<file path="config.mk">
export PLATFORM = sky130hd
export DESIGN_NAME = rp_analog_top
export DESIGN_NICKNAME = d
export VERILOG_FILES = /design/src/verilog/rp_analog_pkg.sv /design/src/verilog/rp_adc_frontend.sv /design/src/verilog/rp_dac_backend.sv /design/src/verilog/rp_housekeeping.sv /design/src/verilog/rp_pwm_dac.sv /design/src/verilog/rp_analog_top.sv
export SDC_FILE = /design/constraint.sdc
export NUM_CORES = 1
export LEC_CHECK = 0
export ABC_AREA = 0
export BUFFER_PORTS_ARGS = -buffer_cell sky130_fd_sc_hd__buf_2
export CORE_ASPECT_RATIO = 0.5
export CORE_MARGIN = 3
export CORE_UTILIZATION = 48
export DETAILED_ROUTE_END_ITERATION = 12
export MAX_ROUTING_LAYER = met4
export PLACE_DENSITY = 0.81
export REMOVE_ABC_BUFFERS = 1
export SETUP_SLACK_MARGIN = 0.1
export SLEW_MARGIN = 20
export SYNTH_ARGS = -nofsm -noshare
export SYNTH_HDL_FRONTEND = slang
export SYNTH_HIERARCHICAL = 1
export SYNTH_SLANG_ARGS = --single-unit
</file>
<file path="constraint.sdc">
create_clock -name adc_clk -period 1.7 [get_ports adc_clk]
set_input_delay 0.17 -clock adc_clk [delete_from_list [all_inputs] [get_ports adc_clk]]
set_output_delay 0.17 -clock adc_clk [all_outputs]
set_load 0.01 [all_outputs]
</file>
<file path="src/verilog/rp_analog_pkg.sv">
/*
 * analog datapath package
 * sample widths, converter word types, system-bus sizes,
 * housekeeping register map and identification word
 */

package rp_analog_pkg;

  ////////////////////////////////////////
  // sample types
  ////////////////////////////////////////

  localparam int SMP_W = 14;                        // ADC and DAC resolution

  typedef logic        [SMP_W-1:0] adc_raw_t;       // neg-slope offset binary from pins
  typedef logic signed [SMP_W-1:0] smp_t;           // two's complement sample
  typedef logic        [SMP_W-1:0] dac_code_t;      // neg-slope offset binary to DAC

  ////////////////////////////////////////
  // system bus
  ////////////////////////////////////////

  localparam int SYS_AW = 20;                       // byte address
  localparam int SYS_DW = 32;                       // whole-word data

  // pwm level and shared counter, 256 cycle period
  localparam int PWM_W = 8;

  typedef logic [PWM_W-1:0] pwm_level_t;

  // housekeeping word offsets
  // pwm channel n lives at HK_PWM0 + 4*n, up to HK_PWM_LAST
  typedef enum logic [SYS_AW-1:0] {
    HK_ID       = 'h00,                             // read only
    HK_LOOP     = 'h04,                             // bit 0 loopback enable
    HK_PWM0     = 'h20,
    HK_PWM_LAST = 'h2C
  } hk_reg_e;

  localparam logic [SYS_DW-1:0] HK_ID_VALUE = 32'h5250_0001;

endpackage

</file>
<file path="src/verilog/rp_adc_frontend.sv">
/*
 * ADC frontend
 * converts neg-slope offset-binary converter words to two's
 * complement and selects the digital loopback path
 */

`timescale 1ns/1ps

module rp_adc_frontend #(
  parameter int NUM_CH = 2                                   // analog channels
) (
  input  logic                                 adc_clk,
  input  logic                                 rst_i,      // active high, synced
  input  rp_analog_pkg::adc_raw_t [NUM_CH-1:0] adc_raw_i,  // raw words from pins
  input  rp_analog_pkg::smp_t     [NUM_CH-1:0] dac_sat_i,  // saturated DAC samples
  input  logic                                 loop_en_i,  // route DAC back to ADC
  output rp_analog_pkg::smp_t     [NUM_CH-1:0] adc_smp_o   // to scope / controller
);

  import rp_analog_pkg::*;

  ////////////////////////////////////////
  // format conversion
  ////////////////////////////////////////

  // converter counts down with rising voltage,
  // so the msb stays and the rest flip
  smp_t adc_conv [NUM_CH];

  always_comb begin
    for (int ch = 0; ch < NUM_CH; ch++) begin
      adc_conv[ch] = {adc_raw_i[ch][SMP_W-1], ~adc_raw_i[ch][SMP_W-2:0]};
    end
  end

  ////////////////////////////////////////
  // loopback mux + output register
  ////////////////////////////////////////

  // one register stage on both paths
  // raw -> smp is 1 cycle, gen/ctl -> smp via loopback is 2
  always_ff @(posedge adc_clk, posedge rst_i) begin
    if (rst_i) begin
      adc_smp_o <= '0;
    end else begin
      for (int ch = 0; ch < NUM_CH; ch++) begin
        if (loop_en_i) begin
          adc_smp_o[ch] <= dac_sat_i[ch];     // digital loopback
        end else begin
          adc_smp_o[ch] <= adc_conv[ch];      // real converter
        end
      end
    end
  end

endmodule

</file>
<file path="src/verilog/rp_dac_backend.sv">
/*
 * DAC backend
 * sums generator and controller samples per channel, saturates
 * to the DAC range and formats the neg-slope DAC code
 */

`timescale 1ns/1ps

module rp_dac_backend #(
  parameter int NUM_CH = 2                                    // analog channels
) (
  input  logic                                  adc_clk,
  input  logic                                  rst_i,      // active high, synced
  input  rp_analog_pkg::smp_t      [NUM_CH-1:0] gen_smp_i,  // generator samples
  input  rp_analog_pkg::smp_t      [NUM_CH-1:0] ctl_smp_i,  // controller samples
  output rp_analog_pkg::smp_t      [NUM_CH-1:0] dac_sat_o,  // saturated, registered
  output rp_analog_pkg::dac_code_t [NUM_CH-1:0] dac_code_o  // to DAC pins
);

  import rp_analog_pkg::*;

  // DAC code of a zero sample, mid scale in neg slope
  localparam dac_code_t CODE_ZERO = {1'b0, {(SMP_W-1){1'b1}}};

  ////////////////////////////////////////
  // sum and saturate
  ////////////////////////////////////////

  logic signed [SMP_W:0] dac_sum [NUM_CH];    // one guard bit
  smp_t                  dac_sat [NUM_CH];

  always_comb begin
    for (int ch = 0; ch < NUM_CH; ch++) begin
      // sign extended add, cannot overflow at SMP_W+1 bits
      dac_sum[ch] = $signed(gen_smp_i[ch]) + $signed(ctl_smp_i[ch]);

      // top two bits differ -> out of range
      if (dac_sum[ch][SMP_W] ^ dac_sum[ch][SMP_W-1]) begin
        // clamp to +8191 or -8192 by sign of the sum
        dac_sat[ch] = {dac_sum[ch][SMP_W], {(SMP_W-1){~dac_sum[ch][SMP_W]}}};
      end else begin
        dac_sat[ch] = dac_sum[ch][SMP_W-1:0];
      end
    end
  end

  ////////////////////////////////////////
  // output stage
  ////////////////////////////////////////

  // sample and code share one register stage, gen/ctl -> code is 1 cycle
  always_ff @(posedge adc_clk, posedge rst_i) begin
    if (rst_i) begin
      dac_sat_o  <= '0;
      dac_code_o <= {NUM_CH{CODE_ZERO}};      // DAC idles at mid scale
    end else begin
      for (int ch = 0; ch < NUM_CH; ch++) begin
        dac_sat_o[ch]  <= dac_sat[ch];
        // back to neg-slope offset binary
        dac_code_o[ch] <= {dac_sat[ch][SMP_W-1], ~dac_sat[ch][SMP_W-2:0]};
      end
    end
  end

endmodule

</file>
<file path="src/verilog/rp_housekeeping.sv">
/*
 * housekeeping registers
 * system-bus slave with identification word, loopback enable
 * and the PWM output levels
 */

`timescale 1ns/1ps

module rp_housekeeping #(
  parameter int NUM_PWM = 4                                    // pwm outputs
) (
  input  logic                                    adc_clk,
  input  logic                                    rst_i,       // active high, synced
  // system bus
  input  logic [rp_analog_pkg::SYS_AW-1:0]        sys_addr_i,  // byte address
  input  logic [rp_analog_pkg::SYS_DW-1:0]        sys_wdata_i, // whole-word write data
  input  logic                                    sys_wen_i,   // write strobe
  input  logic                                    sys_ren_i,   // read strobe
  output logic [rp_analog_pkg::SYS_DW-1:0]        sys_rdata_o, // valid with ack
  output logic                                    sys_ack_o,   // one cycle after strobe
  output logic                                    sys_err_o,   // unmapped address
  // configuration
  output logic                                    loop_en_o,
  output rp_analog_pkg::pwm_level_t [NUM_PWM-1:0] pwm_level_o
);

  import rp_analog_pkg::*;

  localparam int IDX_W = (NUM_PWM > 1) ? $clog2(NUM_PWM) : 1;

  ////////////////////////////////////////
  // address decode
  ////////////////////////////////////////

  logic [SYS_AW-1:0] pwm_off;                 // offset into pwm window
  logic [IDX_W-1:0]  pwm_sel;                 // addressed pwm channel
  logic              hit_pwm;
  logic              hit_any;                 // mapped address
  logic [SYS_DW-1:0] rd_mux;

  assign pwm_off = sys_addr_i - HK_PWM0;
  assign pwm_sel = pwm_off[2 +: IDX_W];

  // word aligned, inside the window, and only as many as are built
  assign hit_pwm = (sys_addr_i >= HK_PWM0) && (sys_addr_i <= HK_PWM_LAST)
                && (sys_addr_i[1:0] == 2'b00)
                && (pwm_off[SYS_AW-1:2] < NUM_PWM);

  assign hit_any = (sys_addr_i == HK_ID) || (sys_addr_i == HK_LOOP) || hit_pwm;

  // read data before the register
  always_comb begin
    rd_mux = '0;                              // unmapped reads give zero
    case (sys_addr_i)
      HK_ID:   rd_mux = HK_ID_VALUE;
      HK_LOOP: rd_mux = {{(SYS_DW-1){1'b0}}, loop_en_o};
      default: begin
        if (hit_pwm) begin
          rd_mux = SYS_DW'(pwm_level_o[pwm_sel]);
        end
      end
    endcase
  end

  ////////////////////////////////////////
  // config registers
  ////////////////////////////////////////

  // writes to HK_ID or unmapped space change nothing
  always_ff @(posedge adc_clk, posedge rst_i) begin
    if (rst_i) begin
      loop_en_o   <= 1'b0;
      pwm_level_o <= '0;
    end else if (sys_wen_i) begin
      if (sys_addr_i == HK_LOOP) begin
        loop_en_o <= sys_wdata_i[0];
      end
      if (hit_pwm) begin
        pwm_level_o[pwm_sel] <= sys_wdata_i[PWM_W-1:0];   // upper bits dropped
      end
    end
  end

  ////////////////////////////////////////
  // bus response
  ////////////////////////////////////////

  // single cycle ack and err, no wait states
  always_ff @(posedge adc_clk, posedge rst_i) begin
    if (rst_i) begin
      sys_ack_o   <= 1'b0;
      sys_err_o   <= 1'b0;
      sys_rdata_o <= '0;
    end else begin
      sys_ack_o   <= sys_wen_i | sys_ren_i;
      sys_err_o   <= (sys_wen_i | sys_ren_i) & ~hit_any;
      sys_rdata_o <= sys_ren_i ? rd_mux : '0;           // zero on writes
    end
  end

endmodule

</file>
<file path="src/verilog/rp_pwm_dac.sv">
/*
 * PWM analog outputs
 * one free-running counter shared by all channels, levels
 * take effect at the start of the next period
 */

`timescale 1ns/1ps

module rp_pwm_dac #(
  parameter int NUM_PWM = 4                                 // pwm outputs
) (
  input  logic                                    adc_clk,
  input  logic                                    rst_i,    // active high, synced
  input  rp_analog_pkg::pwm_level_t [NUM_PWM-1:0] level_i,  // from housekeeping
  output logic                      [NUM_PWM-1:0] pwm_o     // to RC filters
);

  import rp_analog_pkg::*;

  logic [PWM_W-1:0]             pwm_cnt;      // shared period counter
  logic                         pwm_wrap;     // last cycle of period
  pwm_level_t [NUM_PWM-1:0]     pwm_shadow;   // level of current period

  assign pwm_wrap = (pwm_cnt == {PWM_W{1'b1}});

  ////////////////////////////////////////
  // counter and shadow levels
  ////////////////////////////////////////

  always_ff @(posedge adc_clk, posedge rst_i) begin
    if (rst_i) begin
      pwm_cnt    <= '0;
      pwm_shadow <= '0;
      pwm_o      <= '0;
    end else begin
      pwm_cnt <= pwm_cnt + 1'b1;              // rolls over every 256 cycles
      // load on wrap so a period never sees two levels
      if (pwm_wrap) begin
        pwm_shadow <= level_i;
      end
      // registered compare, lags the counter by one cycle
      // level L -> L high cycles, 0 never high, 255 low once
      for (int i = 0; i < NUM_PWM; i++) begin
        pwm_o[i] <= (pwm_cnt < pwm_shadow[i]);
      end
    end
  end

endmodule

</file>
<file path="src/verilog/rp_analog_top.sv">
/*
 * two channel analog top level on adc_clk
 * reset release, ADC frontend, DAC backend,
 * housekeeping registers and PWM outputs
 */

`timescale 1ns/1ps

module rp_analog_top #(
  parameter int NUM_CH  = 2,                                  // analog channels
  parameter int NUM_PWM = 4                                   // pwm outputs
) (
  input  logic                                   adc_clk,
  input  logic                                   top_rst,     // async, active high
  // analog datapath
  input  rp_analog_pkg::adc_raw_t  [NUM_CH-1:0]  adc_raw_i,   // ADC pins
  input  rp_analog_pkg::smp_t      [NUM_CH-1:0]  gen_smp_i,   // generator
  input  rp_analog_pkg::smp_t      [NUM_CH-1:0]  ctl_smp_i,   // controller
  output rp_analog_pkg::smp_t      [NUM_CH-1:0]  adc_smp_o,   // conditioned ADC
  output rp_analog_pkg::dac_code_t [NUM_CH-1:0]  dac_code_o,  // DAC pins, per channel
  // system bus
  input  logic [rp_analog_pkg::SYS_AW-1:0]       sys_addr_i,
  input  logic [rp_analog_pkg::SYS_DW-1:0]       sys_wdata_i,
  input  logic                                   sys_wen_i,
  input  logic                                   sys_ren_i,
  output logic [rp_analog_pkg::SYS_DW-1:0]       sys_rdata_o,
  output logic                                   sys_ack_o,
  output logic                                   sys_err_o,
  // pwm analog outputs
  output logic [NUM_PWM-1:0]                     pwm_o
);

  import rp_analog_pkg::*;

  ////////////////////////////////////////
  // reset release
  ////////////////////////////////////////

  // asserts with top_rst, drops on the 2nd clock edge after it
  logic [1:0] rst_pipe;
  logic       rst_sync;

  always_ff @(posedge adc_clk, posedge top_rst) begin
    if (top_rst) begin
      rst_pipe <= 2'b11;
    end else begin
      rst_pipe <= {rst_pipe[0], 1'b0};
    end
  end

  assign rst_sync = rst_pipe[1];

  ////////////////////////////////////////
  // datapath
  ////////////////////////////////////////

  logic                     loop_en;          // digital loopback
  smp_t       [NUM_CH-1:0]  dac_sat;          // registered saturated samples
  pwm_level_t [NUM_PWM-1:0] pwm_level;

  rp_adc_frontend #(
    .NUM_CH     (NUM_CH)
  ) i_adc (
    .adc_clk    (adc_clk),
    .rst_i      (rst_sync),
    .adc_raw_i  (adc_raw_i),
    .dac_sat_i  (dac_sat),                    // loopback source
    .loop_en_i  (loop_en),
    .adc_smp_o  (adc_smp_o)
  );

  rp_dac_backend #(
    .NUM_CH     (NUM_CH)
  ) i_dac (
    .adc_clk    (adc_clk),
    .rst_i      (rst_sync),
    .gen_smp_i  (gen_smp_i),
    .ctl_smp_i  (ctl_smp_i),
    .dac_sat_o  (dac_sat),
    .dac_code_o (dac_code_o)
  );

  ////////////////////////////////////////
  // housekeeping and pwm
  ////////////////////////////////////////

  rp_housekeeping #(
    .NUM_PWM     (NUM_PWM)
  ) i_hk (
    .adc_clk     (adc_clk),
    .rst_i       (rst_sync),
    .sys_addr_i  (sys_addr_i),
    .sys_wdata_i (sys_wdata_i),
    .sys_wen_i   (sys_wen_i),
    .sys_ren_i   (sys_ren_i),
    .sys_rdata_o (sys_rdata_o),
    .sys_ack_o   (sys_ack_o),
    .sys_err_o   (sys_err_o),
    .loop_en_o   (loop_en),
    .pwm_level_o (pwm_level)
  );

  rp_pwm_dac #(
    .NUM_PWM (NUM_PWM)
  ) i_pwm (
    .adc_clk (adc_clk),                       // pwm shares the ADC clock here
    .rst_i   (rst_sync),
    .level_i (pwm_level),
    .pwm_o   (pwm_o)
  );

endmodule

</file>
# Word-level counts from Yosys, hierarchy flattened
# Cells that the tools add are included.
# Widths: inputs -> output; s select.
# op_classes
addsub	4
n_mul	0
div	0
order_cmp	9
eq_ne	2
shift	0
mux	12
bitwise	11
n_reduce_logical	10
# ops
op	n
$pmux 32 s2	1
$mux 14	4
$not 13->13	4
$bwmux 32	1
$lt 8x8->1	4
$mux 32	1
$add 14x14->15	2
$mux 8	3
$eq 20x3->1 const B	1
$ge 20x6->1 const B	1
$le 20x6->1 const B	1
$logic_not 20->1	1
$sub 20x6->20 const B	1
$lt 18x3->1 const B	1
$bmux 8 s2	1
$demux 8 s2	1
$add 8x1->8 const B	1
$eq 8x8->1 const B	1
$logic_and 1x1->1	4
$reduce_and 2->1	2
$lt 2x3->1 const B	1
$not 1->1	3
$ge 2x1->1 const B	1
$logic_not 2->1	1
4 further kinds	6
# word_totals
register_bits	197
latchBits	0
ramBits	0
romBits	0
wordCells	69
n_memories	0

# Longest topological paths before layout
# depth
word_depth	7
mapped_depth	12
ltp_nobuf	11

# Modules after synthesis
# The synthesis kept the hierarchy.
# by_module_without_submodules
module	instances	cells_per_inst	area_per_inst_um2	seq_area_each_um2
rp_dac_backend	1	315	3224.3	1383.8
rp_pwm_dac	1	200	2329.7	1101.1
rp_housekeeping	1	160	2193.4	1101.1
rp_adc_frontend	1	89	1119.8	700.7
rp_analog_top	1	4	60.1	52.6

# Worst setup path before layout
# OpenSTA, ideal clock, no wires.
# synth_path
path_type	in2reg
startpoint	input port sys_addr_i[16] (netlist bit)
endpoint	register i_hk/pwm_level_o[10] (netlist bit)
arrival_time_ns	2.177
setup_slack_ns	-0.602
stages	5
path_buffers	1
cell_sequence	or4_4 or4b_4 or4_4 buf_6 mux2_4
# synth_via
elab_chain_len	5
# synth_lines
item	line	text
from (decl)	rp_analog_top.sv:22	input logic [rp_analog_pkg::SYS_AW-1:0] sys_addr_i,
parallel branches: the longest is 3 deep, another holds $sub 20x6->20	-	
$logic_and 1x1->1 *	rp_housekeeping.sv:47	&& (pwm_off[SYS_AW-1:2] < NUM_PWM);
$reduce_and 2->1 (no source line) *	-	
to (signal, indexed assignment)	rp_housekeeping.sv:79	pwm_level_o[pwm_sel] <= sys_wdata_i[PWM_W-1:0];
to (decl)	rp_housekeeping.sv:24	output rp_analog_pkg::pwm_level_t [NUM_PWM-1:0] pwm_level_o
# Every way passes the cells marked *.
# A chain may end at the register's enable or synchronous reset.

# Worst setup path in the final report
# layout_path
startpoint	input port sys_addr_i[8] (netlist bit)
endpoint	register i_hk/pwm_level_o[8] (netlist bit)
# The elaborated chain is that of the path after synthesis.

==> run summary <==
Status: complete, but fails checks
Failing checks: setup timing
Async S/R FF share, synth: 100%
Initial Util: 50.2%
HP Start: ctl_smp_i[0]
Netlist cell types: 66
CTS clk-pin slew, worst paths: 0.07 ns
Critical path endpoint category: register
Setup_tns: -7.57 ns
RSZ-0062 raised after global routing: yes
Slew @ Worst Pin: 0.585 ns
Min Hold Slack: 0.0441 ns
Total grt overflow: 0
Pwr dens: 891 mW/mm²
Final non-filler cell total: 1378
Largest net degree at the start of global routing: 45
Tmin final: 1.93 ns
Drt pass-1 iters: 5
CTS Buf Count: 17
Worst rel slew slack: 61.0%
Share of cells above drive strength 1: 54.9%
First-pass GRT wire length: 39900 µm
Commonest non-fill, non-tap cell in the layout: buf_2
Post-synth EDFFs: 0
Net count, final: 1330
WP data arrival: 2.22 ns
Setup crit start kind: primary input
Antenna violations before repair: 1
FMAX: 0.519 GHz
H-tree levels: 4
Worst Hold Depth: 3
Crit-path max FO: 8
Final core occ: 73.9%
Sequential area share after synthesis: 48.6%
Syn Area/Cell: 11.6 µm²
Worst hold path type: primary input to register
Vias in the first global route: 7735
Via count: 7418
Mapped Area: 0.00893 mm²
Most frequent cells in the layout: buf_2, dfrtp_1, buf_4, nand2_1, mux2_2
RePlAce Congestion: 0.893
Placed insts: 1268
Clk Latency, worst-skew pair: 0.43 ns
I/O pin count: 234
Hold Violations, Final: 0
Worst EP required: 1.99 ns
# port buffers: 190
Main synth FF type: dfrtp_1
Total clock sinks: 172
Clk root buf: clkbuf_16
DR vias/cell: 5.38
Die height: 102 µm
RR Endpoint: i_pwm/pwm_shadow[19]
Number of synthesized register bits: 172
Rows: 34
Worst r2r path cells: 5
Hold Path End: i_dac/dac_code_o[0]
Fin. max-slew vios: 0
GRT Util Overall: 26.1%
R2R setup slack: 0.14 ns
Lkg Pwr: 6.30 nW
Worst r2r src: i_pwm/pwm_cnt[6]
Clock skew: 0.0159 ns
Final setup fails: 81
CORE AREA: 0.0178 mm²
Post-Syn Instances: 768
Final period utilization: 113%
1st-iter DRT viols: 297
Number of warnings issued by yosys: 6
Final Worst Setup Slack: -0.228 ns
CTS tree: yes
Clk buf depth: 2
Final Power: 0.0117 W
Placed wire-length estimate: 16400 µm
DRT antenna net count: 0
Max VDD drop: 0.000678 V
Max-Cap Viols: 0
Post-DR wirelength/cell: 19.8 µm
Area grow syn2layout: 47.3%
Final wirelength: 27200 µm
Class of the most critical setup path: primary input to register
# DRC: 0
DIE WIDTH: 199 µm
Total die area: 0.0204 mm²
timing repair:
| item | in CTS | in global routing |
|---|---|---|
| hold endpoints to repair | 33 | 0 |
| gates resized for setup | 139 | 72 |
| cloned | 8 | 4 |
| endpoints found under the setup margin | 110 | 130 |
| setup buffers | 30 | 14 |
| pin swaps | 60 | 35 |
| hold buffers | 31 | 0 |
synthesized netlist by cell type, drive strengths merged, types with 3 or more instances:
cell type | instances | area share [%]
dfstp | 28 | 8.2
or4 | 3 | 0.34
xor2 | 11 | 1.1
ha | 58 | 8.1
a211oi | 4 | 0.39
nand2b | 7 | 0.49
buf | 49 | 4.5
o21a | 14 | 1.2
clkbuf | 3 | 0.13
nor3 | 6 | 0.52
nor2b | 16 | 1.1
nand2 | 50 | 2.1
nand4 | 3 | 0.21
mux4 | 8 | 2.0
or4b | 3 | 0.38
and2 | 3 | 0.21
nor2 | 27 | 1.1
a21o | 27 | 2.3
a21oi | 50 | 2.9
or2 | 6 | 0.42
dfrtp | 144 | 40
a31oi | 5 | 0.35
mux2 | 67 | 8.9
nand3 | 18 | 1.1
o21ai | 54 | 4.0
inv | 44 | 1.9
o211ai | 6 | 0.50
xnor2 | 18 | 1.8
and3 | 6 | 0.42
sequential cells by signal, summed over array words and instances, names as in the netlist:
register / count
i_hk/sys_rdata_o: 9
i_hk/sys_ack_o: 1
i_hk/sys_err_o: 1
i_hk/loop_en_o: 1
i_pwm/pwm_o: 4
i_adc/adc_smp_o: 28
i_dac/dac_sat_o: 26
i_dac/dac_code_o: 28
i_pwm/pwm_cnt: 8
rst_pipe: 2
i_pwm/pwm_shadow: 32
i_hk/pwm_level_o: 32
per-stage QoR:
step | worst slack [ns] | area (µm²)
3_5_place_dp | -0.842 | 10700
4_1_cts | -0.189 | 12700
3_3_place_gp | -0.766 | 10700
2_1_floorplan | -0.913 | 8580
5_1_grt | -0.269 | 13100
6_report | -0.228 | 13100
worst max path at each step:
stage / start / end / slack, ns / cells after the start
2_1_floorplan: gen_smp_i[14] / i_dac/dac_sat_o[14] / -0.91 / 11
3_3_place_gp: gen_smp_i[0] / i_dac/dac_sat_o[10] / -0.77 / 10
3_5_place_dp: gen_smp_i[0] / i_dac/dac_sat_o[12] / -0.84 / 10
4_1_cts: gen_smp_i[0] / i_dac/dac_sat_o[7] / -0.19 / 11
5_1_grt: gen_smp_i[0] / i_dac/dac_sat_o[12] / -0.27 / 10
6_report: sys_addr_i[8] / i_hk/pwm_level_o[8] / -0.23 / 5
power by group:
part           switching [W]  internal [W]
registers           0.000170       0.00461
clock network        0.00171       0.00235
logic                0.00144       0.00144
total                0.00332       0.00839
cells by family (layout without fill, tap and decap cells):
family	count (synthesis)	after routing	share of synthesized area, %
other	2	21	0.0841
AOI/OAI and AO/OA	174	174	13.0
muxes	75	75	10.9
DFF	172	172	48.6
adders and majority gates	62	62	8.80
and+or+nand+nor	158	158	9.29
xor gates and xnor gates	29	29	2.85
buffers and inverters	96	453	6.49
layer usage:
metal / global-route usage (%) / share of wire [%] / vias to the layer above
met3: 4.81 / 4.5 / 85
met1: 29.2 / 39 / 3689
li1: - / - / 3389
met4: 10.5 / 3.8 / 0
met2: 47.0 / 53 / 255
met5: - / 0 / -
worst max-delay path, cell delays in order:
cell    delay (ns)
buf_6         0.09
or4_4         0.53
or4b_4        0.51
or4_4         0.57
mux2_4        0.35
final cells by class:
class | instances | area, µm²
clock inverter | 14 | 180
multi-input combinational | 518 | 4870
tap | 234 | 293
sequential | 172 | 4350
timing repair buffer | 377 | 2850
inverter | 44 | 168
antenna | 1 | 2.50
fill | 1115 | 4640
clock buffer | 18 | 429
Power figures use the tool's default switching activity.
